## config.mk

```make
export PLATFORM = sky130hd
export DESIGN_NAME = fetch_unit
export DESIGN_NICKNAME = d
export VERILOG_FILES = /design/src/hw/rv32i_pkg.sv /design/src/hw/fetch_unit.sv
export SDC_FILE = /design/constraint.sdc
export NUM_CORES = 1
export LEC_CHECK = 0
export ABC_AREA = 1
export BUFFER_PORTS_ARGS = -buffer_cell sky130_fd_sc_hd__buf_2
export CORE_ASPECT_RATIO = 0.9
export CORE_MARGIN = 2
export CORE_UTILIZATION = 51
export CTS_CLUSTER_SIZE = 30
export DETAILED_ROUTE_END_ITERATION = 12
export GPL_TIMING_DRIVEN = 0
export PLACE_DENSITY = 0.85
export SLEW_MARGIN = 15
export SYNTH_ARGS = -nofsm -noshare
export SYNTH_HDL_FRONTEND = slang
export SYNTH_SLANG_ARGS = --single-unit
```

## constraint.sdc

```tcl
create_clock -name clk -period 5.78 [get_ports clk]
set_input_delay 0.867 -clock clk [delete_from_list [all_inputs] [get_ports clk]]
set_output_delay 0.867 -clock clk [all_outputs]
set_load 0.02 [all_outputs]
```

## src/hw/rv32i_pkg.sv

```systemverilog
package rv32i_pkg;

  localparam int xlen = 32;

  typedef logic [xlen-1:0] word_t;   // data word or byte address
  typedef logic [4:0]      reg_addr_t;
  typedef logic [3:0]      alu_op_t;

  // alu operations
  localparam alu_op_t alu_add = 4'd0;
  localparam alu_op_t alu_sub = 4'd1;
  localparam alu_op_t alu_and = 4'd2;
  localparam alu_op_t alu_or  = 4'd3;
  localparam alu_op_t alu_xor = 4'd4;
  localparam alu_op_t alu_sll = 4'd5;

  // major opcodes, inst[6:0]
  localparam logic [6:0] op_r       = 7'b0110011;
  localparam logic [6:0] op_i_arith = 7'b0010011;
  localparam logic [6:0] op_store   = 7'b0100011;
  localparam logic [6:0] op_branch  = 7'b1100011;
  localparam logic [6:0] op_lui     = 7'b0110111;
  localparam logic [6:0] op_auipc   = 7'b0010111;
  localparam logic [6:0] op_jal     = 7'b1101111;

  // branch conditions
  localparam logic [2:0] f3_beq  = 3'b000;
  localparam logic [2:0] f3_bne  = 3'b001;
  localparam logic [2:0] f3_blt  = 3'b100;
  localparam logic [2:0] f3_bge  = 3'b101;
  localparam logic [2:0] f3_bltu = 3'b110;
  localparam logic [2:0] f3_bgeu = 3'b111;

  // addi x0,x0,0
  localparam word_t nop_inst = 32'h0000_0013;

endpackage

```

## src/hw/fetch_unit.sv

```systemverilog
module fetch_unit (
  input  logic             clk,
  input  logic             reset,
  input  rv32i_pkg::word_t inst,
  input  logic             redirect,
  input  rv32i_pkg::word_t redirect_target,
  output rv32i_pkg::word_t pc,
  output rv32i_pkg::word_t fd_inst,
  output rv32i_pkg::word_t fd_pc
);

  rv32i_pkg::word_t next_pc;

  // execute wins over sequential fetch
  assign next_pc = redirect ? redirect_target : pc + 32'd4;

  always_ff @(posedge clk or posedge reset)
  begin
    if (reset)
    begin
      pc <= '0;
    end
    else
    begin
      pc <= next_pc;
    end
  end

  // fetch/decode register, killed by a redirect
  always_ff @(posedge clk or posedge reset)
  begin
    if (reset)
      fd_inst <= rv32i_pkg::nop_inst;
    else if (redirect)
      fd_inst <= rv32i_pkg::nop_inst;  // wrong-path instruction
    else
      fd_inst <= inst;
  end

  always_ff @(posedge clk)
  begin
    fd_pc <= pc;
  end

endmodule

```

==> run metrics <==
n_diodes 0; Mapped Nets 503; post-route insts no fill 705; # rows 29; first-pass GRT wire length 15000 um; RSZ-0062 raised after global routing false; Leak Pwr 2.71 nW; synthesized area 3740 sq um; Placement Cell Area 4660 sq um; Hold-fix buffers, CTS 0; Hold Path Stages 0; setup_tns 0 ps; initial antenna violation count 0; Final Hold Vio Count 0; Max Cap Viol 0; core footprint 7080 sq um; RR Endpoint pc[28]; clk slew on worst S/H paths 100 ps; Data required, critical path 4910 ps; via count 3315; Crit. End Element output port; Num CTS Buffers 9; clk sinks 96; drt pass-1 iters 4; cell count after synthesis 435; IO Count 163; GRT Residual Overflow 0; CTS tree yes; startpoint types flip-flop; Clock Latency Late Sink 370 ps; Slew @ Worst Pin 761 ps; 1st-iter DRT viols 168; reg-to-reg slack, setup 4210 ps; cell count of the worst reg-to-reg path 8; Avg WL per Cell 13.1 um; worst ir drop on vdd 0.243 mV; CTS Buffer Depth 2; Hold Path Sink fd_pc[1]; Die W 94.3 um; syn avg cell area 8.60 sq um; Post-synth top flop dfrtp_1; final setup vio count 0; Place WS 3910 ps; vias in the first global route 3387; Compound-Gate Fraction of Synth Area 2.17%; drt drc 0; Hold Startpoint pc[1]; Post-synth ARST share 66.7%; routability cong. 0.851; crit-path max FO 6; Stages on worst setup path 1; multiplexer share of the synthesized area 0%; post-route ant nets 0; Die Y 85.2 um; number of fill cells 574; CP arrival 1060 ps; setup bufs post-CTS 0; initial core utilization 52.9%; Clock Skew 7.87 ps; Final Max Slew Viols 0; most frequent cells in the layout buf_2, nand2_1, nor2_1; fin area 4880 sq um; Pwr Density 300 nW/um^2; XOR/XNOR Fraction of Synth Area 0.703%; simple-gate share of the synthesized area 30.2%; post-synthesis adder-cell area fraction 0.335%; worst setup margin 3850 ps; Final nets 675; fraction of layout cells with a size suffix above 1 34.0%; post-cts sizing count 0; CTS H-tree depth 3; minimum clock period 1930 ps; reg-to-reg startpoint pc[2]; port buffer count 161; Worst slew margin 49.3%; EDFF count, synth 0; most common cell after layout, fill and taps aside buf_2; CP cell instances buf_2; sequential area share after synthesis 60.1%; clock root cell clkbuf_8; via/cell ratio 4.70; cell total after placement 689; largest family of logic cells by synthesized area simple AND/OR/NAND/NOR gates; worst min path class flip-flop to flip-flop; cell family with most CP delay flip-flops; outcome complete, no violations; Max Clk Rate 0.519 GHz; slowest cell delay on critical path 480 ps; Die Area 8040 sq um; gr usage total 24.3%; Area growth syn-to-layout 30.4%; library cells used by synthesis 26; Routed WL 9220 um; critical path's slowest cell dfrtp_1; final worst path period share 33.3%; Yosys reg bits 96; kind of critical path flip-flop to output port; WP buf/inv 1; total number of yosys warnings 0; largest net degree at the start of global routing 65; post-DP HPWL 7010 um
==> synthesized netlist by cell type (6+ instances only) <==
cell type,n,share of area [%]
clkbuf_1,7,0.70
dfrtp_1,61,41
dfxtp_1,32,17
inv_1,51,5.1
nand2_1,131,13
nand2_2,6,1.0
nand3_1,30,4.0
nor2_1,65,6.5
nor2_4,6,1.8
o21ai_1,7,0.94
==> worst max-delay path by stage <==
stage                             end        from
after floorplan           fd_inst[10]       reset
after global placement         pc[26]       reset
after detailed placement        pc[7]    redirect
after CTS                  fd_inst[0]  fd_inst[0]
after global routing           pc[23]      pc[23]
final                          pc[23]      pc[23]
==> sequential cells by signal, summed over array words and instances, names as in the netlist <==
name,cells
fd_inst,32
fd_pc,32
pc,32
==> kinds of logic after synthesis <==
family                     count (synthesis)
buffers and inverters                     64
adders and majority gates                  1
AOI/OAI and AO/OA                         16
DFF                                       96
xor gates and xnor gates                   3
and+or+nand+nor                          255
==> metrics by stage <==
stage	hold WS, ps	util, %	total power [W]
finish	411	68.9	0.00146
floorplan	506	-	0.000914
detailed placement	385	65.9	0.00102
global placement	376	65.9	0.00101
global route	432	68.9	0.00152
CTS	418	68.9	0.00147
==> layout make-up <==
type / count / area, sq um / share of cell area [%]
Inverter: 54 / 205 / 4.21
Sequential cell: 96 / 2250 / 46.1
Buffer: 10 / 41.3 / 0.847
Timing Repair Buffer: 161 / 806 / 16.5
Clock buffer: 10 / 138 / 2.82
Tap cell: 93 / 116 / 2.39
Multi-Input combinational cell: 275 / 1250 / 25.6
Clock inverter: 6 / 73.8 / 1.51
==> where the power goes <==
group          total, W  switching [W]  internal (W)
Combinational  0.000239       0.000159     0.0000807
Clock          0.000460       0.000242      0.000218
Sequential     0.000763      0.0000404      0.000723
==> layer usage <==
metal	track usage (%)	part of all wire (%)	wire length, um	vias up
li1	-	-	-	1646
met1	27.2	38	3550	1529
met2	41.8	50	4580	127
met3	10.9	10	954	13
met4	7.25	1.5	136	0
met5	0	0	0	-
(Power assumes the default switching activity.)
