==> src/hw/rv32i_pkg.sv <==
package rv32i_pkg;

  localparam int xlen = 32;

  typedef logic [xlen-1:0] word_t;   // data word or byte address
  typedef logic [4:0]      reg_addr_t;
  typedef logic [3:0]      alu_op_t;

  // alu operations
  localparam alu_op_t alu_add = 4'd0;
  localparam alu_op_t alu_sub = 4'd1;
  localparam alu_op_t alu_and = 4'd2;
  localparam alu_op_t alu_or  = 4'd3;
  localparam alu_op_t alu_xor = 4'd4;
  localparam alu_op_t alu_sll = 4'd5;

  // major opcodes, inst[6:0]
  localparam logic [6:0] op_r       = 7'b0110011;
  localparam logic [6:0] op_i_arith = 7'b0010011;
  localparam logic [6:0] op_store   = 7'b0100011;
  localparam logic [6:0] op_branch  = 7'b1100011;
  localparam logic [6:0] op_lui     = 7'b0110111;
  localparam logic [6:0] op_auipc   = 7'b0010111;
  localparam logic [6:0] op_jal     = 7'b1101111;

  // branch conditions
  localparam logic [2:0] f3_beq  = 3'b000;
  localparam logic [2:0] f3_bne  = 3'b001;
  localparam logic [2:0] f3_blt  = 3'b100;
  localparam logic [2:0] f3_bge  = 3'b101;
  localparam logic [2:0] f3_bltu = 3'b110;
  localparam logic [2:0] f3_bgeu = 3'b111;

  // addi x0,x0,0
  localparam word_t nop_inst = 32'h0000_0013;

endpackage

==> src/hw/reg_file.sv <==
module reg_file (
  input  logic                 clk,
  input  rv32i_pkg::reg_addr_t rs1_addr,
  input  rv32i_pkg::reg_addr_t rs2_addr,
  output rv32i_pkg::word_t     rs1_rdata,
  output rv32i_pkg::word_t     rs2_rdata,
  input  logic                 we,
  input  rv32i_pkg::reg_addr_t wr_addr,
  input  rv32i_pkg::word_t     wr_data
);

  rv32i_pkg::word_t regs [1:31];  // x0 not stored

  // read ports with write-through from writeback
  assign rs1_rdata = (rs1_addr == 5'd0)            ? '0      :
                     (we && (wr_addr == rs1_addr)) ? wr_data : regs[rs1_addr];
  assign rs2_rdata = (rs2_addr == 5'd0)            ? '0      :
                     (we && (wr_addr == rs2_addr)) ? wr_data : regs[rs2_addr];

  always_ff @(posedge clk)
  begin
    if (we && (wr_addr != 5'd0))
    begin
      regs[wr_addr] <= wr_data;
    end
  end

endmodule

==> config.mk <==
export PLATFORM = sky130hd
export DESIGN_NAME = reg_file
export DESIGN_NICKNAME = d
export VERILOG_FILES = /design/src/hw/rv32i_pkg.sv /design/src/hw/reg_file.sv
export SDC_FILE = /design/constraint.sdc
export NUM_CORES = 1
export LEC_CHECK = 0
export BUFFER_PORTS_ARGS = -buffer_cell sky130_fd_sc_hd__buf_2
export CAP_MARGIN = 0
export CORE_UTILIZATION = 45
export DETAILED_ROUTE_END_ITERATION = 8
export SLEW_MARGIN = 20
export SYNTH_ARGS = -nofsm -noshare
export SYNTH_HDL_FRONTEND = slang
export SYNTH_SLANG_ARGS = --single-unit
==> constraint.sdc <==
create_clock -name clk -period 3.9 [get_ports clk]
set_input_delay 0.39 -clock clk [delete_from_list [all_inputs] [get_ports clk]]
set_output_delay 0.39 -clock clk [all_outputs]
set_load 0.1 [all_outputs]
==> impl_metrics.ini <==
[finish]
flow.area_growth_from_synthesis_pct = 16.1
finalNonFillerCells = 4480
reg.largest.list = regs (992)
max_flop_register = regs
largest_register_ff_count = 992
design_area_mm2 = 0.0549
layout.cells.most_common = edfxtp_1
final_layout_size_suffix_gt1_share_pct = 25.9
nets = 3060
layout_common_cells = edfxtp_1 (992), mux2i_1 (361), mux4_2 (281)

[synth]
mappedNetlistNets = 2907
postSynthAreaPerCell_um2 = 16.6
postSynthRegisterBits = 992
count_of_flip_flops_with_a_built_in_enable_after_synthesis = 992
ys.flop_type = edfxtp_1
synth_cell_types = 53
synth_area_mm2 = 0.0473
asyncSetResetFlopFracSynth_pct = 0
ys_warn_count = 0
yosysSeqAreaShare_pct = 63.0
post_synth_inst_count = 2858

[timing]
timing.final.max_slew_violations = 0
postLayoutSetupSlackWorst_ns = 0.198
worst_slew_margin_rel_pct = 37.1
timing_hold_violations_final = 0
report.final.setup_viol = 0
final.period_utilization_pct = 94.9
grt_setup_unrepaired = no
final.setup.tns_ns = 0
finalCriticalPeriod_ns = 3.70
tightestPinTransition_ns = 0.944
fmax_ghz = 0.270

[clocking]
tritoncts = done
cts.repair_timing.setup_buffer_count = 0
post_cts_hold_buffer_count = 0
cts_repair_resize_count = 0
max-clock-path-buffers = 3
cts_made_buffers = 107
clock_sinks = 992
clock_tree.htree_level_count = 3
cts_root_buf = clkbuf_16
clk_transition_reported_paths_ns = 0.06

[place]
dp_hpwl_um = 96200
place_congestion = 0.854
place.port_buffers = 112
placement.cell_area_mm2 = 0.0515
place_worst_setup_slack_ns = 0.371
place_inst = 4282

[global_routing]
grt_pass1_vias = 30995
global_route.overflow_total = 0
tot_gr_track_use_pct = 30.1
antenna_found_initial = 12
grt_start_max_net_pins = 55
grt_pass1_wl_um = 227000

[power_and_ir_drop]
power_per_cell_area_mw_per_mm2 = 460
p_leak_uw = 0.0182
ir_drop_v = 0.000405

[setup_path]
cp_data_arrival_time_ns = 3.31
critical-path-slowest-cell = nand2b_1
worst_path_most_repeated_cell = buf_4
worst_path_dominant_cell_family = compound AO/OA/AOI/OAI gates
start_kind = primary input
crit_path_max_fanout = 25
timing_worst_setup_path_type = primary input to primary output
crit_path_cell_trace = buf_8, nand2b_1, buf_4, o22ai_1, o41ai_1, a21oi_1, o41ai_2, buf_4, buf_12
critical_path.n_buffers_inverters = 4
crit_path_required_time_ns = 3.51
timing.critical_path.slowest_cell_delay_ns = 0.60
endpoint_kind = primary output

[route]
drt.antenna.violating_nets = 0
sum_of_routed_wire_length_over_all_layers_um = 161000
route.vias.total = 30856
drc = 0
post_drt_via_cell_ratio = 6.89
drtPass1Iterations = 7
drt_first_iter_violations = 4073
wire_per_inst_um = 35.9

[hold_path]
hold-path-endpoint = regs[8][19]
hold-path-cell-count = 1
worst_hold_path_type = primary input to register
min-delay-start = wr_data[19]

[floorplan]
initial_utilization_pct = 45.5
core_region_area_mm2 = 0.104
die-height_um = 326
fp.dieArea_mm2 = 0.106
fp.dieW_um = 326
std_cell_rows = 118
num_io_pins = 113

[status]
run_status = complete, no violations

[run]
maxCapViolCount = 0
## through the flow
step | util [%] | hold WS, ns | power (uW)
floorplan | - | 0.489 | 14100
global placement | 49.6 | 0.888 | 15500
detailed placement | 49.6 | 0.906 | 15600
CTS | 52.8 | 0.158 | 25300
global route | 52.8 | 0.191 | 25900
finish | 52.8 | 0.184 | 25300
## where the power goes
| part | leakage (uW) | internal, uW | switching [uW] |
|---|---|---|---|
| sequential | 0.00894 | 11900 | 53.9 |
| clock | 0.00164 | 5610 | 4270 |
| combinational | 0.00766 | 1190 | 2280 |
| total | 0.0182 | 18700 | 6610 |
## layer usage
metal	GRT usage, %	routed length (um)	vias to the layer above
met3	8.70	20300	358
met2	44.5	71200	2043
met1	42.5	63600	16170
met4	9.99	5580	12
met5	0.976	204	-
li1	-	-	12273
## kinds of logic (layout without fill, tap and decap cells)
logic type,Yosys count,in the layout,synth area share (%)
muxes,690,690,22.2
buffers and inverters,251,491,2.72
xor gates and xnor gates,10,10,0.185
and+or+nand+nor,367,367,3.45
AOI/OAI and AO/OA,548,548,8.52
DFF,992,992,63.0
other,0,2,0
## worst max-delay path by stage
stage	depth (start not counted)	from	to
floorplan	8	rs1_addr[2]	rs1_rdata[8]
global route	8	rs1_addr[1]	rs1_rdata[1]
global placement	9	rs1_addr[0]	rs1_rdata[1]
finish	9	rs1_addr[0]	rs1_rdata[1]
detailed placement	9	rs1_addr[0]	rs1_rdata[1]
CTS	9	rs1_addr[0]	rs1_rdata[1]
## synthesized netlist by cell type, types with 8 or more instances
cell | instances | share of area [%]
a22oi_1 | 31 | 0.49
a32oi_1 | 18 | 0.33
a211o_1 | 20 | 0.37
a31oi_1 | 19 | 0.25
buf_1 | 10 | 0.079
nor2_1 | 99 | 0.79
o211ai_1 | 33 | 0.52
a211oi_1 | 80 | 1.3
nand3_1 | 33 | 0.35
a2111oi_0 | 12 | 0.22
a22o_1 | 20 | 0.37
buf_2 | 76 | 0.80
a311oi_1 | 18 | 0.33
mux2_2 | 21 | 0.50
buf_6 | 14 | 0.33
a32o_1 | 31 | 0.66
mux2i_1 | 361 | 7.6
mux4_2 | 281 | 13
a21oi_1 | 82 | 0.87
o41ai_1 | 24 | 0.44
nor3_1 | 22 | 0.23
o2111ai_1 | 18 | 0.33
mux2_1 | 27 | 0.64
edfxtp_1 | 992 | 63
nand3b_1 | 8 | 0.13
o21ai_0 | 29 | 0.31
nand2_1 | 156 | 1.2
buf_4 | 39 | 0.62
o22ai_1 | 88 | 1.2
clkbuf_1 | 109 | 0.86
nor2b_1 | 28 | 0.37
a2111o_1 | 20 | 0.48
## cell type report
cell class              count  area, um^2
diodes                      2        5.00
well taps                1380        1730
clock inverters            67         598
repair buffers            292        3400
inverters                   3        11.3
clock buffers             129        2780
flip-flops and latches    992       29800
fillers                  8336       49000
multi-input cells        1615       16600
Note: power is estimated with default switching activity, not from simulation.
