--- src/hw/rv32i_pkg.sv ---
package rv32i_pkg;

  localparam int xlen = 32;

  typedef logic [xlen-1:0] word_t;   // data word or byte address
  typedef logic [4:0]      reg_addr_t;
  typedef logic [3:0]      alu_op_t;

  // alu operations
  localparam alu_op_t alu_add = 4'd0;
  localparam alu_op_t alu_sub = 4'd1;
  localparam alu_op_t alu_and = 4'd2;
  localparam alu_op_t alu_or  = 4'd3;
  localparam alu_op_t alu_xor = 4'd4;
  localparam alu_op_t alu_sll = 4'd5;

  // major opcodes, inst[6:0]
  localparam logic [6:0] op_r       = 7'b0110011;
  localparam logic [6:0] op_i_arith = 7'b0010011;
  localparam logic [6:0] op_store   = 7'b0100011;
  localparam logic [6:0] op_branch  = 7'b1100011;
  localparam logic [6:0] op_lui     = 7'b0110111;
  localparam logic [6:0] op_auipc   = 7'b0010111;
  localparam logic [6:0] op_jal     = 7'b1101111;

  // branch conditions
  localparam logic [2:0] f3_beq  = 3'b000;
  localparam logic [2:0] f3_bne  = 3'b001;
  localparam logic [2:0] f3_blt  = 3'b100;
  localparam logic [2:0] f3_bge  = 3'b101;
  localparam logic [2:0] f3_bltu = 3'b110;
  localparam logic [2:0] f3_bgeu = 3'b111;

  // addi x0,x0,0
  localparam word_t nop_inst = 32'h0000_0013;

endpackage

--- src/hw/retire_stage.sv ---
module retire_stage (
  input  logic                 clk,
  input  logic                 reset,
  input  rv32i_pkg::word_t     em_result,
  input  rv32i_pkg::word_t     em_store_data,
  input  rv32i_pkg::word_t     em_link,
  input  rv32i_pkg::reg_addr_t em_rd,
  input  logic                 em_reg_write,
  input  logic                 em_mem_write,
  input  logic                 em_jal,
  output logic                 mem_write,
  output rv32i_pkg::word_t     mem_addr,
  output rv32i_pkg::word_t     mem_wdata,
  output logic                 mem_fwd_we,
  output logic                 wb_fwd_we,
  output rv32i_pkg::reg_addr_t mem_fwd_rd,
  output rv32i_pkg::reg_addr_t wb_fwd_rd,
  output rv32i_pkg::word_t     mem_fwd_data,
  output rv32i_pkg::word_t     wb_fwd_data
);

  // store port, one cycle per sw
  assign mem_write = em_mem_write;
  assign mem_addr  = em_result;   // x0 + offset from the alu
  assign mem_wdata = em_store_data;

  // memory stage result
  assign mem_fwd_data = em_jal ? em_link : em_result;
  assign mem_fwd_rd   = em_rd;
  assign mem_fwd_we   = em_reg_write;

  // memory/writeback register
  always_ff @(posedge clk or posedge reset)
  begin
    if (reset)
    begin
      wb_fwd_we <= 1'b0;
      wb_fwd_rd <= '0;
    end
    else
    begin
      wb_fwd_we <= mem_fwd_we;
      wb_fwd_rd <= mem_fwd_rd;
    end
  end

  always_ff @(posedge clk)
  begin
    wb_fwd_data <= mem_fwd_data;  // also the regfile write data
  end

endmodule

--- config.mk ---
export PLATFORM = sky130hd
export DESIGN_NAME = retire_stage
export DESIGN_NICKNAME = d
export VERILOG_FILES = /design/src/hw/rv32i_pkg.sv /design/src/hw/retire_stage.sv
export SDC_FILE = /design/constraint.sdc
export NUM_CORES = 1
export LEC_CHECK = 0
export ABC_AREA = 1
export BUFFER_PORTS_ARGS = -buffer_cell sky130_fd_sc_hd__buf_4
export CAP_MARGIN = 20
export CORE_AREA = 2 2 97 99
export DETAILED_ROUTE_END_ITERATION = 10
export DIE_AREA = 0 0 99 101
export HOLD_SLACK_MARGIN = 0.06
export SLEW_MARGIN = 30
export SYNTH_ARGS = -nofsm -noshare
export SYNTH_HDL_FRONTEND = slang
export SYNTH_SLANG_ARGS = --single-unit
--- constraint.sdc ---
create_clock -name clk -period 0.8 [get_ports clk]
set_input_delay 0.12 -clock clk [delete_from_list [all_inputs] [get_ports clk]]
set_output_delay 0.12 -clock clk [all_outputs]
set_load 0.005 [all_outputs]
==> summary.txt, run 1 <==
status: finished with violations
failing checks: negative setup slack
Final Core Density: 0.424
GRT Overall Usage: 0.112
DP HPWL: 4.68 mm
clock buffer count from CTS: 5
clk slew on worst S/H paths: 70 ps
clock buffer depth: 2
first-pass GRT wire length: 8.58 mm
Unique masters post-synth: 10
H-tree levels: 2
Critical Path RT: 680 ps
Slew @ Worst Pin: 206 ps
pwr dens: 1380 nW/um^2
Post-synth EDFFs: 0
Mapped Avg Cell Area: 8.50 sq um
Total Neg Setup Slack: -1980 ps
Post-Synthesis Cells: 214
Worst Hold Launch: em_link[21]
worst hold path class: in2reg
Max-Cap Viols: 0
post-synthesis sequential area ratio: 0.435
Largest stage delay, worst path: 380 ps
Core Footprint: 8980 sq um
leakage: 1.96 nW
largest net degree at the start of global routing: 17
vias in the first global route: 1603
share of the synthesized area in the top cell type: 0.352
TritonCTS clock tree: built
Slew headroom: 0.863
f_max: 1130 MHz
routed len/inst: 15.2 um
io pins: 247
Synth top cells by count: 86 x nand2_1, 71 x buf_4, 32 x dfxtp_1
final hold viol count: 0
setup slack at placement: -91.4 ps
final worst setup slack: -87.3 ps
# hold bufs at CTS: 7
die area: 10000 sq um
Placed Instances: 434
slowest CP cell: dfrtp_1
Worst Hold Margin: 50.6 ps
Starting Density: 0.203
delay-heaviest family, CP: flip-flops
Die X-Extent: 99 um
RSZ-0062 raised after global routing: yes
#FFs+latches synth: 38
Slew Viols, Final: 0
port bufs: 180
Synth area leaders: dfxtp_1 35%, buf_4 29%, nand2_1 18%, dfrtp_1 8.3%, nand2_2 3.4%
final-stage net count: 457
setup violators final: 58
Mapped Area: 1820 sq um
share of cells above drive strength 1: 0.878
DRT Pass-1 Iters: 3
hold path depth: 3
Routed WL: 7.03 mm
Tmin final: 887 ps
WS Path Type: reg2out
yosys synthesis warning count: 0
Startpoint Class: flip-flop
via/cell ratio: 3.89
post-synth top area cell: dfxtp_1
CTS sink cnt: 38
iteration-0 DRC count of the detailed router: 32
maximum vdd drop: 0.684 mV
antenna diode count: 0
DRC: 0
CTS root buffer: clkbuf_8
FP Rows: 35
Overall Power: 5.24 mW
Worst Path Arrival: 770 ps
hold worst-path end: wb_fwd_data[21]
Die H: 101 um
Final Non-Filler Cells: 463
area delta synth->final: 109%
Mapped Nets: 320
top-count cell post-synth: nand2_1
DP Area: 2750 sq um
post-synthesis async set-or-reset flop share: 0.158
crit end category: output port
CP cell instances: buf_6
Via Count: 1801
initial antenna violation count: 0
top_reg_cell synth: dfxtp_1
post-route cell area: 3810 sq um
Final Cycle Share: 1.11
Final Wtd Congestion: 0.778
grt total ovfl: 0
remaining antenna violation count: 0
crit path max fanout: 1
worst path bufs/invs: 1
-- cells by family after synthesis --
logic type	Yosys count	share of synthesized area
AND/OR/NAND/NOR	96	0.212
buffers and inverters	80	0.354
flip-flops	38	0.435
-- layer usage --
metal	vias to the layer above	share of wire	GRT usage
met5	-	0	0
met4	0	0.027	0.0527
met3	22	0.10	0.0374
met2	112	0.55	0.205
met1	821	0.32	0.115
li1	846	-	-
-- where the power goes --
| part | switching, mW | total [mW] | leakage (nW) | internal (mW) |
|---|---|---|---|---|
| combinational | 0.672 | 1.77 | 1.57 | 1.10 |
| clock | 0.647 | 1.34 | 0.0482 | 0.695 |
| sequential | 0.0655 | 2.13 | 0.342 | 2.06 |
-- worst max path at each step --
stage                       from          endpoint  slack, ps  cells after the start
global placement          em_jal  mem_fwd_data[11]        -90                      5
global route           wb_fwd_we         wb_fwd_we       -140                      1
floorplan                 em_jal   mem_fwd_data[0]        150                      5
detailed placement        em_jal  mem_fwd_data[11]        -90                      5
CTS                 wb_fwd_rd[2]      wb_fwd_rd[2]       -110                      1
finish              wb_fwd_rd[2]      wb_fwd_rd[2]        -90                      1
-- area by class of cell --
class	count	area, sq um
clock inverter	1	5.00
fill	851	5170
timing repair buffer	205	1910
tap	111	139
inverter	2	33.8
timing repair inverter	3	66.3
sequential	38	825
multi-input combinational	96	749
clock buffer	7	86.3
-- sequential cells by signal, indices dropped and copies added (netlist names) --
| signal | flops |
|---|---|
| wb_fwd_data | 32 |
| wb_fwd_we | 1 |
| wb_fwd_rd | 5 |
-- tightest hold or removal path, stage by stage --
cell,delay [ps]
buf_4,80
nand2_2,40
nand2_2,60
-- placed cells by master, fill, tap and decap left out --
| cell type | instances |
|---|---|
| nand2_1 | 23 |
| clkinv_2 | 1 |
| inv_16 | 1 |
| buf_16 | 4 |
| clkinv_16 | 2 |
| clkbuf_1 | 1 |
| nand2_2 | 37 |
| inv_12 | 1 |
| dfxtp_2 | 27 |
| clkbuf_16 | 2 |
| clkbuf_8 | 6 |
| dfxtp_1 | 5 |
| dlygate4sd3_1 | 7 |
| inv_1 | 1 |
| nand2_4 | 33 |
| buf_6 | 57 |
| dfrtp_1 | 6 |
| buf_8 | 1 |
| buf_12 | 1 |
| nand2_8 | 3 |
| buf_4 | 133 |
-- what timing repair did --
action | CTS | global route
setup endpoints to repair | 70 | 70
gates resized for setup | 62 | 145
gates cloned | 4 | 4
setup buffers | 1 | 5
pin swaps | 17 | 30
endpoints found under the hold margin | 36 | 20
Power figures use the tool's default switching activity.
==> run 2: changes to the inputs <==
--- a/config.mk
+++ b/config.mk
@@ -8,9 +8,9 @@
 export ABC_AREA = 1
 export BUFFER_PORTS_ARGS = -buffer_cell sky130_fd_sc_hd__buf_4
 export CAP_MARGIN = 20
-export CORE_AREA = 2 2 97 99
+export CORE_AREA = 2 2 95 97
 export DETAILED_ROUTE_END_ITERATION = 10
-export DIE_AREA = 0 0 99 101
+export DIE_AREA = 0 0 97 99
 export HOLD_SLACK_MARGIN = 0.06
 export SLEW_MARGIN = 30
 export SYNTH_ARGS = -nofsm -noshare
==> constraint.sdc (replaced) <==
create_clock -name clk -period 0.85 [get_ports clk]
set_input_delay 0.1275 -clock clk [delete_from_list [all_inputs] [get_ports clk]]
set_output_delay 0.1275 -clock clk [all_outputs]
set_load 0.005 [all_outputs]
==> run 2 against run 1 <==
Net effect: largest cell class unchanged; the flow still finishes with violations (negative setup slack); combinational power down 29%; via count is 5.3% lower; critical path type unchanged; largest power group unchanged; final cell count fell by 3.2%; critical endpoint is now wb_fwd_we.
==> summary.txt, run 2 (synthesis results as in run 1) <==
Slew Viols, Final: 0
DRC: 0
TritonCTS clock tree: built
Starting Density: 0.213
CTS sink cnt: 38
Final Non-Filler Cells: 448
final worst setup slack: -57.5 ps
grt total ovfl: 0
CTS root buffer: clkbuf_8
delay-heaviest family, CP: flip-flops
Critical Path RT: 720 ps
Final Cycle Share: 1.07
crit end category: output port
Worst Path Arrival: 780 ps
Slew @ Worst Pin: 209 ps
worst hold path class: in2reg
FP Rows: 34
io pins: 247
H-tree levels: 2
status: finished with violations
Final Wtd Congestion: 0.794
clock buffer count from CTS: 5
largest net degree at the start of global routing: 19
Die X-Extent: 97 um
iteration-0 DRC count of the detailed router: 28
failing checks: negative setup slack
most common cell after layout, fill and taps aside: buf_4
Overall Power: 4.77 mW
Largest stage delay, worst path: 380 ps
share of cells above drive strength 1: 0.685
DRT Pass-1 Iters: 3
port bufs: 180
worst path bufs/invs: 1
f_max: 1100 MHz
Core Footprint: 8550 sq um
max reg flops: 32
Biggest register: wb_fwd_data
Routed WL: 6.39 mm
initial antenna violation count: 0
crit path max fanout: 1
Total Neg Setup Slack: -308 ps
maximum vdd drop: 0.518 mV
Startpoint Class: flip-flop
leakage: 1.71 nW
DP HPWL: 4.76 mm
routed len/inst: 14.3 um
# hold bufs at CTS: 7
CP cell instances: buf_6
antenna diode count: 0
die area: 9600 sq um
Setup Fix Bufs, Post-CTS: 0
via/cell ratio: 3.81
Tmin final: 908 ps
area delta synth->final: 73.6%
setup violators final: 7
Final Core Density: 0.369
commonest non-fill, non-tap cells in the layout: 151 x buf_4, 85 x nand2_1, 32 x buf_6
RSZ-0062 raised after global routing: yes
clock buffer depth: 2
slowest CP cell: dfrtp_1
vias in the first global route: 1600
remaining antenna violation count: 0
GRT Overall Usage: 0.120
final hold viol count: 0
clk slew on worst S/H paths: 80 ps
Max-Cap Viols: 0
Via Count: 1705
pwr dens: 1510 nW/um^2
final-stage net count: 445
Largest regs: wb_fwd_data: 32 flops, wb_fwd_rd: 5 flops, wb_fwd_we: 1 flops
WS Path Type: reg2out
Die H: 99 um
Placed Instances: 430
first-pass GRT wire length: 8.85 mm
Slew headroom: 0.860
[run 2: area by class of cell]
cell class,instances,area [sq um]
multi-input combinational,96,388
inverter,2,20.0
timing repair buffer,195,1670
tap,108,135
clock buffer,5,68.8
sequential,38,821
fill,858,5390
clock inverter,3,40.0
timing repair inverter,1,11.3
[run 2: path summary, 6_finish.rpt]
check / start / to / slack [ps] / cells past startpoint
max in group asynchronous: reset / wb_fwd_we / 360 / 3
min: em_link[28] / wb_fwd_data[28] / 50 / 3
max: wb_fwd_we / wb_fwd_we / -60 / 1
min in group asynchronous: reset / wb_fwd_rd[2] / 310 / 3
[run 2: timing repair]
action	4_1_cts	5_1_grt
hold endpoints to repair	36	7
pin swaps	0	1
cloned	1	2
gates resized for setup	27	35
setup endpoints to repair	65	49
[run 2: metal layers]
| metal | vias up | global-route usage | share of wire |
|---|---|---|---|
| li1 | 826 | - | - |
| met1 | 738 | 0.112 | 0.32 |
| met2 | 117 | 0.229 | 0.55 |
| met3 | 24 | 0.0489 | 0.11 |
| met4 | 0 | 0.0563 | 0.021 |
| met5 | - | 0 | 0 |
[run 2: through the flow]
| stage | setup slack, ps | hold WS (ps) | cell area (sq um) |
|---|---|---|---|
| global placement | -43.4 | 51.3 | 2750 |
| global route | -99.7 | 49.6 | 3160 |
| detailed placement | -62.5 | 55.5 | 2750 |
| floorplan | 188 | -81.5 | 1820 |
| finish | -57.5 | 50.9 | 3160 |
| CTS | -78.6 | 40.3 | 3020 |
[run 2: power by group]
part | internal (mW) | switching [mW]
combinational | 0.819 | 0.445
sequential | 1.94 | 0.0555
clock | 0.864 | 0.653
