===== src/hw/rv32i_pkg.sv =====
package rv32i_pkg;

  localparam int xlen = 32;

  typedef logic [xlen-1:0] word_t;   // data word or byte address
  typedef logic [4:0]      reg_addr_t;
  typedef logic [3:0]      alu_op_t;

  // alu operations
  localparam alu_op_t alu_add = 4'd0;
  localparam alu_op_t alu_sub = 4'd1;
  localparam alu_op_t alu_and = 4'd2;
  localparam alu_op_t alu_or  = 4'd3;
  localparam alu_op_t alu_xor = 4'd4;
  localparam alu_op_t alu_sll = 4'd5;

  // major opcodes, inst[6:0]
  localparam logic [6:0] op_r       = 7'b0110011;
  localparam logic [6:0] op_i_arith = 7'b0010011;
  localparam logic [6:0] op_store   = 7'b0100011;
  localparam logic [6:0] op_branch  = 7'b1100011;
  localparam logic [6:0] op_lui     = 7'b0110111;
  localparam logic [6:0] op_auipc   = 7'b0010111;
  localparam logic [6:0] op_jal     = 7'b1101111;

  // branch conditions
  localparam logic [2:0] f3_beq  = 3'b000;
  localparam logic [2:0] f3_bne  = 3'b001;
  localparam logic [2:0] f3_blt  = 3'b100;
  localparam logic [2:0] f3_bge  = 3'b101;
  localparam logic [2:0] f3_bltu = 3'b110;
  localparam logic [2:0] f3_bgeu = 3'b111;

  // addi x0,x0,0
  localparam word_t nop_inst = 32'h0000_0013;

endpackage


===== src/hw/alu.sv =====
module alu (
  input  rv32i_pkg::word_t   a,
  input  rv32i_pkg::word_t   b,
  input  rv32i_pkg::alu_op_t op,
  output rv32i_pkg::word_t   result
);

  always_comb
  begin
    case (op)
      rv32i_pkg::alu_add:
        result = a + b;
      rv32i_pkg::alu_sub:
        result = a - b;
      rv32i_pkg::alu_and:
        result = a & b;
      rv32i_pkg::alu_or:
        result = a | b;
      rv32i_pkg::alu_xor:
        result = a ^ b;
      rv32i_pkg::alu_sll:
        result = a << b[4:0];  // only low five bits shift
      default:
        result = a + b;
    endcase
  end

endmodule


===== src/hw/branch_compare.sv =====
module branch_compare (
  input  rv32i_pkg::word_t a,
  input  rv32i_pkg::word_t b,
  input  logic [2:0]       funct3,
  input  logic             branch,
  output logic             taken
);

  rv32i_pkg::word_t diff;
  logic             carry;  // set when a >= b unsigned
  logic             zero;
  logic             neg;
  logic             ovf;
  logic             cond;

  // a - b as a + ~b + 1
  assign {carry, diff} = {1'b0, a} + {1'b0, ~b} + 33'd1;
  assign zero = (diff == '0);
  assign neg  = diff[31];
  assign ovf  = (a[31] != b[31]) && (diff[31] != a[31]);

  always_comb
  begin
    case (funct3)
      rv32i_pkg::f3_beq:  cond = zero;
      rv32i_pkg::f3_bne:  cond = ~zero;
      rv32i_pkg::f3_blt:  cond = neg != ovf;
      rv32i_pkg::f3_bge:  cond = neg == ovf;
      rv32i_pkg::f3_bltu: cond = ~carry;
      rv32i_pkg::f3_bgeu: cond = carry;
      default:            cond = 1'b0;
    endcase
  end

  assign taken = branch & cond;

endmodule


===== src/hw/execute_stage.sv =====
module execute_stage (
  input  logic                 clk,
  input  logic                 reset,
  input  rv32i_pkg::word_t     de_pc,
  input  rv32i_pkg::word_t     de_imm,
  input  rv32i_pkg::word_t     de_rs1_data,
  input  rv32i_pkg::word_t     de_rs2_data,
  input  rv32i_pkg::reg_addr_t de_rs1,
  input  rv32i_pkg::reg_addr_t de_rs2,
  input  rv32i_pkg::reg_addr_t de_rd,
  input  rv32i_pkg::alu_op_t   de_alu_op,
  input  logic [2:0]           de_funct3,
  input  logic                 de_reg_write,
  input  logic                 de_mem_write,
  input  logic                 de_branch,
  input  logic                 de_jal,
  input  logic                 de_use_imm,
  input  logic                 de_use_pc,
  input  logic                 de_zero_a,
  input  logic                 mem_fwd_we,
  input  logic                 wb_fwd_we,
  input  rv32i_pkg::reg_addr_t mem_fwd_rd,
  input  rv32i_pkg::reg_addr_t wb_fwd_rd,
  input  rv32i_pkg::word_t     mem_fwd_data,
  input  rv32i_pkg::word_t     wb_fwd_data,
  output logic                 redirect,
  output rv32i_pkg::word_t     redirect_target,
  output rv32i_pkg::word_t     em_result,
  output rv32i_pkg::word_t     em_store_data,
  output rv32i_pkg::word_t     em_link,
  output rv32i_pkg::reg_addr_t em_rd,
  output logic                 em_reg_write,
  output logic                 em_mem_write,
  output logic                 em_jal
);

  rv32i_pkg::word_t fwd_a;
  rv32i_pkg::word_t fwd_b;
  rv32i_pkg::word_t op_a;
  rv32i_pkg::word_t op_b;
  rv32i_pkg::word_t alu_result;
  logic             taken;

  // youngest producer first
  always_comb
  begin
    if (de_rs1 != 5'd0 && mem_fwd_we && mem_fwd_rd == de_rs1)
      fwd_a = mem_fwd_data;
    else if (de_rs1 != 5'd0 && wb_fwd_we && wb_fwd_rd == de_rs1)
      fwd_a = wb_fwd_data;
    else
      fwd_a = de_rs1_data;
  end

  always_comb
  begin
    if (de_rs2 != 5'd0 && mem_fwd_we && mem_fwd_rd == de_rs2)
      fwd_b = mem_fwd_data;
    else if (de_rs2 != 5'd0 && wb_fwd_we && wb_fwd_rd == de_rs2)
      fwd_b = wb_fwd_data;
    else
      fwd_b = de_rs2_data;
  end

  assign op_a = de_use_pc ? de_pc : (de_zero_a ? '0 : fwd_a);  // auipc / lui
  assign op_b = de_use_imm ? de_imm : fwd_b;

  alu alu_inst (
    .a      (op_a),
    .b      (op_b),
    .op     (de_alu_op),
    .result (alu_result)
  );

  branch_compare branch_compare_inst (
    .a      (fwd_a),
    .b      (fwd_b),
    .funct3 (de_funct3),
    .branch (de_branch),
    .taken  (taken)
  );

  assign redirect        = taken | de_jal;
  assign redirect_target = de_pc + de_imm;  // B and J offsets are both pc relative

  always_ff @(posedge clk or posedge reset)
  begin
    if (reset)
    begin
      em_rd        <= '0;
      em_reg_write <= 1'b0;
      em_mem_write <= 1'b0;
      em_jal       <= 1'b0;
    end
    else
    begin
      em_rd        <= de_rd;
      em_reg_write <= de_reg_write;
      em_mem_write <= de_mem_write;
      em_jal       <= de_jal;
    end
  end

  always_ff @(posedge clk)
  begin
    em_result     <= alu_result;
    em_store_data <= fwd_b;  // sw data after forwarding
    em_link       <= de_pc + 32'd4;
  end

endmodule


===== config.mk =====
export PLATFORM = sky130hd
export DESIGN_NAME = execute_stage
export DESIGN_NICKNAME = d
export VERILOG_FILES = /design/src/hw/rv32i_pkg.sv /design/src/hw/alu.sv /design/src/hw/branch_compare.sv /design/src/hw/execute_stage.sv
export SDC_FILE = /design/constraint.sdc
export NUM_CORES = 1
export LEC_CHECK = 0
export ABC_AREA = 0
export BUFFER_PORTS_ARGS = -buffer_cell sky130_fd_sc_hd__buf_2
export CAP_MARGIN = 20
export CELL_PAD_IN_SITES_DETAIL_PLACEMENT = 0
export CELL_PAD_IN_SITES_GLOBAL_PLACEMENT = 1
export CORE_MARGIN = 2
export CORE_UTILIZATION = 42
export CTS_CLUSTER_DIAMETER = 80
export DETAILED_ROUTE_END_ITERATION = 8
export PLACE_DENSITY_LB_ADDON = 0.3
export SYNTH_ARGS = -nofsm -noshare
export SYNTH_HDL_FRONTEND = slang
export SYNTH_SLANG_ARGS = --single-unit

===== constraint.sdc =====
create_clock -name clk -period 10.1 [get_ports clk]
set_input_delay 0.505 -clock clk [delete_from_list [all_inputs] [get_ports clk]]
set_output_delay 0.505 -clock clk [all_outputs]
set_load 0.005 [all_outputs]

==> summary.txt, run 1 <==
Placed design
  • Post-placement worst setup slack: 1.248 ns
  • Port Buf Inserts: 371
  • Detailed placer's ending HPWL: 50750 um
  • Global placer's final weighted congestion: roughly 1

Drt
  • Via count: 15800
  • Initial DRC Count: 1446
  • Total length of routed wires: ~62000 um
  • Number of nets still failing antenna checks after routing: 0
  • Via/cell ratio: 6.011
  • Iteration count of the initial detailed-routing pass: 5
  • Remaining routing DRC violations: 0
  • Routed WL per cell: around 24 um

Worst setup path
  • Required time at the worst-slack endpoint: around 9.6 ns
  • Max stage delay on crit path: 0.59 ns
  • Crit path arrival time: 8.36 ns
  • Buffers plus inverters on the worst setup path: 4
  • Start point of the critical path: de_rs2[1]
  • Cell with the most instances on the worst path: sky130_fd_sc_hd__o21ai_0
  • Critical path's slowest cell: sky130_fd_sc_hd__nor4_1
  • Cell class contributing the biggest share of worst-path delay: compound AO/OA/AOI/OAI gates
  • Highest fanout seen on the critical path: 38
  • Setup crit end kind: primary output
  • Startpoint-to-endpoint class of the critical path: input port to primary output
  • Worst Setup Start Kind: input port

Cells and area
  • Share of final-layout standard cells stronger than drive strength 1: approximately 22%
  • Layout overhead on the synthesized area: 18.61%
  • Most used cells in the layout excluding fill and tap cells: sky130_fd_sc_hd__buf_2, sky130_fd_sc_hd__nor2_1, sky130_fd_sc_hd__ha_1, sky130_fd_sc_hd__inv_1, sky130_fd_sc_hd__o21ai_0
  • Post-route core utilization: 50.83%
  • Most frequent standard cell in the layout excluding fill and tap cells: sky130_fd_sc_hd__buf_2
  • Nets: 2577

Die
  • Placeable core region: 32620 um2
  • Die width: around 190 um
  • Number of I/O pins: between 300 and 400
  • Die height: around 190 um
  • Die ar.: 34760 um2
  • Rows: 66
  • Initial standard-cell utilization of the core: 42.86%

Logic synthesis
  • Cell count after synthesis: 1853
  • Xor and xnor fraction of the mapped netlist area: 9.335%
  • Compound-cell area share of the yosys netlist: 26.81%
  • Simple logic cell fraction of the synthesized area: about 17%
  • Post-Synthesis Net Count: 2253
  • Post-synthesis cell type count: 77
  • Fraction of post-synthesis cell area in the top cell type by area: roughly 14%
  • Combinational family with the most area after synthesis: compound AO/OA/AOI/OAI gates
  • Post-synth EDFFs: 0
  • Cell accounting for the most synthesized area: sky130_fd_sc_hd__ha_1
  • Count of state elements after synthesis: 104
  • Fraction of synthesized area in multiplexers: 9.639%
  • Post-synthesis async set-or-reset flop share: 7.692%
  • Area of the mapped netlist: 13980 um2
  • Share of synthesized area occupied by flip-flops and latches: 15.18%
  • Mean post-synth cell area: 7.544 um2
  • Adder and majority cell fraction of the synthesized area: 14.98%
  • Cells taking the most area after synthesis: sky130_fd_sc_hd__ha_1, sky130_fd_sc_hd__dfxtp_1, sky130_fd_sc_hd__mux2i_1, sky130_fd_sc_hd__xnor2_1, sky130_fd_sc_hd__o21ai_0
  • Commonest register cell after synthesis: sky130_fd_sc_hd__dfxtp_1
  • Count of yosys warnings during synthesis: 0

Clocking
  • Buffer depth of the longest clock path: 2
  • Hold-fix buffers at CTS: 0
  • Resized cells post-CTS: 0
  • Clock root buffer: sky130_fd_sc_hd__clkbuf_16
  • CTS tree: done
  • Number of buffers inserted to repair setup after CTS: 0
  • Clk sink count: 104
  • Clock slew seen by the registers of the worst setup and hold paths: 0.08 ns
  • Number of buffers created by CTS: 9
  • Number of H-tree branching levels: 3

Power and ir drop
  • Leakage Power: 8.010 nW
  • Share of total power in sequential cells: 25.0%
  • Switching Share: 43.77%
  • Total internal power: between 1 and 1.5 mW
  • Total net switching power: 0.8555 mW
  • Clock group share of total power: 20.3%
  • Maximum ir drop on the vdd rail: slightly above 0.09 mV
  • Cell area power density: 117.9 nW/um2
  • Power Total: 1.954 mW
  • Comb power frac: 54.7%

STA
  • Total count of hold-check failures in the final report: 0
  • Worst hold margin: 0.03876 ns
  • Upper clock frequency limit: 112.8 MHz
  • Setup TNS Final: 0 ns
  • Share of the cycle needed by the critical path after routing: 87.79%
  • Final min period: roughly 9 ns
  • Slew Viols, Final: 0
  • Final Worst Setup Slack: about 1.2 ns
  • Count of endpoints failing setup in the final report: 0
  • Setup repair after global routing missed its margin: no
  • Headroom to the max-slew limit: between 30% and 40%
  • Least-Margin Pin Slew: 1.042 ns

GRT
  • Gr usage total: 34.58%
  • Number of global-route vias before repair: 15270
  • Pin count of the biggest net entering global routing: between 40 and 50
  • Initial antenna violation count: 4
  • First-pass GRT wire length: about 93000 um
  • Gr ovfl total: 0

Worst hold path
  • Worst hold path class: input port to asynchronous set/reset pin

Run status
  • Run status: complete, no violations

Job
  • Number of max-cap violations: 0
## routing by layer
metal / track usage (%) / share of wire [%] / up-vias
met5: 0 / 0 / -
met4: 11.85 / 3.0 / 0
met3: 4.758 / 7.1 / 96
met2: 54.62 / 45 / 742
met1: 48.22 / 45 / 7573
li1: - / - / 7392
## flip-flops by register name, indices dropped and copies added (netlist names)
signal	count
em_reg_write	1
em_result	32
em_rd	5
em_link	32
em_jal	1
em_mem_write	1
em_store_data	32
## power groups by stage
stage          registers (mW)  clock network [mW]  logic (mW)
4_1_cts                 0.489               0.402        1.05
3_5_place_dp            0.497                   0        1.04
3_3_place_gp            0.497                   0        1.04
5_1_grt                 0.495               0.419        1.15
2_1_floorplan           0.508                   0       0.641
6_report                0.488               0.397        1.07
## area by class of cell
class | count | area (um2)
fillers | 3347 | 16040
repair buffers | 399 | 2067
well taps | 442 | 553.0
diodes | 5 | 12.51
flip-flops and latches | 104 | 2122
clock buffers | 9 | 225.2
multi-input cells | 1510 | 10950
clock inverters | 7 | 77.57
inverters | 153 | 576.8
## synthesized netlist by cell type (all sizes together), types with 15 or more instances
| cell | instances |
|---|---|
| nand2 | 114 |
| mux2i | 119 |
| o21ai | 134 |
| a211oi | 28 |
| nand4 | 28 |
| inv | 153 |
| a31oi | 47 |
| nor2b | 15 |
| nor2 | 165 |
| and3 | 19 |
| nor3 | 33 |
| dfxtp | 96 |
| buf | 23 |
| a21oi | 116 |
| xnor2 | 114 |
| and2 | 20 |
| a221oi | 23 |
| nand3 | 55 |
| nand2b | 25 |
| a21o | 43 |
| ha | 161 |
| clkbuf | 63 |
| xor2 | 35 |
| a2bb2oi | 17 |
| o21a | 18 |
## metrics by stage
stage	std cells	cell area, um2
6_report	2629	16580
5_1_grt	2628	16580
4_1_cts	2624	16570
3_5_place_dp	2608	16270
3_3_place_gp	2608	16270
2_1_floorplan	1853	13980
## worst max path at each step
stage / end / cells after the start / slack [ns]
3_5_place_dp: redirect / 30 / 1.25
4_1_cts: redirect / 30 / 1.20
2_1_floorplan: redirect / 34 / 2.95
3_3_place_gp: redirect / 31 / 1.48
5_1_grt: redirect / 31 / 0.39
6_report: redirect / 31 / 1.23
## logic make-up (layout without fill, tap and decap cells)
group,after synthesis,after routing
AO/OA/AOI/OAI,561,561
AND/OR/NAND/NOR,505,505
buffers and inverters,239,568
adder cells (fa/ha/maj),165,165
XOR/XNOR,149,149
multiplexers,130,130
flip-flops,104,104
other,0,5
(Power assumes the default switching activity.)
==> inputs of run 2 (changes only) <==
- CORE_UTILIZATION: 42 -> 43
- CTS_BUF_LIST: unset -> sky130_fd_sc_hd__clkbuf_2
==> run 2 against run 1 <==
Sequential power hardly changed. Count of clock-buffer cells in the layout stayed put. First-iteration DRC count is 4.9% higher. Largest cell class unchanged. Utilization is 2.0 points higher. Non-clock buffer count is 68 higher.
==> summary.txt, run 2 (synthesis results as in run 1) <==
Drt
  • Total length of routed wires: 61630 um
  • Number of nets still failing antenna checks after routing: 0
  • Remaining routing DRC violations: 0
  • Via/cell ratio: 5.969
  • Iteration count of the initial detailed-routing pass: 6
  • Routed WL per cell: 22.83 um
  • Initial DRC Count: 1517
  • Via count: 16120

Cells and area
  • Register area: about 2100 um2
  • Post-route core utilization: a little over half
  • Most used cells in the layout excluding fill and tap cells: sky130_fd_sc_hd__buf_2, sky130_fd_sc_hd__nor2_1, sky130_fd_sc_hd__ha_1, sky130_fd_sc_hd__inv_1, sky130_fd_sc_hd__o21ai_0
  • Filler cells: 3217
  • Layout overhead on the synthesized area: 22.05%
  • Most frequent standard cell in the layout excluding fill and tap cells: sky130_fd_sc_hd__buf_2
  • Nets: 2645
  • Registers with the most flip-flops: em_link (32), em_result (32), em_store_data (32)
  • Area of combinational cells with multiple inputs: 10940 um2
  • Share of final-layout standard cells stronger than drive strength 1: 20.89%

Worst hold path
  • Worst hold path class: input port to register

STA
  • Setup TNS Final: 0 ns
  • Final min period: between 9 and 10 ns
  • Upper clock frequency limit: about 110 MHz
  • Share of the cycle needed by the critical path after routing: 89.78%
  • Total count of hold-check failures in the final report: 0
  • Headroom to the max-slew limit: 37.23%
  • Least-Margin Pin Slew: between 0.9 and 1 ns
  • Setup repair after global routing missed its margin: no
  • Slew Viols, Final: 0
  • Count of endpoints failing setup in the final report: 0

Clocking
  • Number of buffers inserted to repair setup after CTS: 0
  • Hold-fix buffers at CTS: 68
  • Clock root buffer: sky130_fd_sc_hd__clkbuf_2
  • Number of buffers created by CTS: 9
  • Resized cells post-CTS: 0
  • Clock slew seen by the registers of the worst setup and hold paths: between 0.3 and 0.4 ns
  • Buffer depth of the longest clock path: 2
  • CTS tree: done
  • Number of H-tree branching levels: 3
  • Clk sink count: 104

Power and ir drop
  • Power Total: 1.802 mW
  • Maximum ir drop on the vdd rail: about 0.055 mV
  • Cell area power density: ~110 nW/um2
  • Leakage Power: 8.211 nW

GRT
  • Pin count of the biggest net entering global routing: between 40 and 50
  • Gr usage total: 35.29%
  • First-pass GRT wire length: 90940 um
  • Initial antenna violation count: 7
  • Gr ovfl total: 0
  • Number of global-route vias before repair: ~15000

Die
  • Initial standard-cell utilization of the core: 43.30%
  • Number of I/O pins: 372
  • Rows: 66
  • Die width: 184.3 um
  • Die ar.: around 34000 um2
  • Placeable core region: 32290 um2
  • Die height: between 150 and 200 um

Worst setup path
  • Max stage delay on crit path: 0.65 ns
  • Worst Setup Start Kind: input port
  • Required time at the worst-slack endpoint: approximately 9.6 ns
  • Critical path's slowest cell: sky130_fd_sc_hd__or2_2
  • Startpoint-to-endpoint class of the critical path: input port to primary output
  • Crit path arrival time: 8.56 ns
  • Highest fanout seen on the critical path: 37
  • Setup crit end kind: primary output
  • Cell with the most instances on the worst path: sky130_fd_sc_hd__a21oi_1

Placed design
  • Global placer's final weighted congestion: 1.014
  • Detailed placer's ending HPWL: 49720 um
  • Port Buf Inserts: 371

Job
  • Number of max-cap violations: 0

Run status
  • Run status: complete, no violations
run 2: cell types whose count changed in the layout (fill, tap and decap cells not counted), sizes merged:
cell / previous run / this run
inv: 156 / 155
clkinv: 2 / 4
dlygate4sd3: 0 / 68
diode: 5 / 8
bufinv: 1 / 0
run 2: worst paths after layout:
path	startpoint	endpoint	slack [ns]	depth (start not counted)
max	de_rs2[1]	redirect	1.03	33
min	de_pc[19]	em_link[19]	0.06	2
max in group asynchronous	reset	em_rd[0]	9.71	3
min in group asynchronous	reset	em_rd[2]	0.16	3
run 2: worst max-delay path, delay by kind of cell:
kind | cells | cell delay (ns)
buffers and inverters | 4 | 0.70
XOR/XNOR | 1 | 0.19
AND/OR/NAND/NOR | 9 | 2.45
adder cells (fa/ha/maj) | 2 | 0.47
AO/OA/AOI/OAI | 17 | 4.22
run 2: layer usage:
layer | GRT usage (%) | share of wire, % | up-vias
met5 | 0 | 0 | -
met4 | 13.44 | 3.8 | 0
met3 | 5.572 | 7.9 | 125
met2 | 55.73 | 45 | 782
met1 | 48.14 | 44 | 7691
li1 | - | - | 7519
run 2: metrics by stage:
stage | instance area, um2 | setup WS, ns | cells | hold slack, ns
2_1_floorplan | 13980 | 2.950 | 1853 | 0.3207
3_3_place_gp | 16260 | 1.390 | 2608 | 0.4485
3_5_place_dp | 16260 | 1.159 | 2608 | 0.4647
4_1_cts | 17040 | 1.112 | 2692 | 0.003725
5_1_grt | 17060 | 0.2667 | 2699 | 0.0009888
6_report | 17060 | 1.032 | 2700 | 0.05724
run 2: area by class of cell:
cell class	count	share of cell area (%)
diodes	8	0.1173
clock buffers	9	0.2640
clock inverters	7	0.3227
inverters	153	3.381
multi-input cells	1510	64.13
flip-flops and latches	104	12.44
well taps	442	3.241
repair buffers	467	16.10
run 2: where the power goes:
part,internal (mW),switching (mW)
clock,0.0361,0.186
combinational,0.448,0.642
sequential,0.475,0.0145
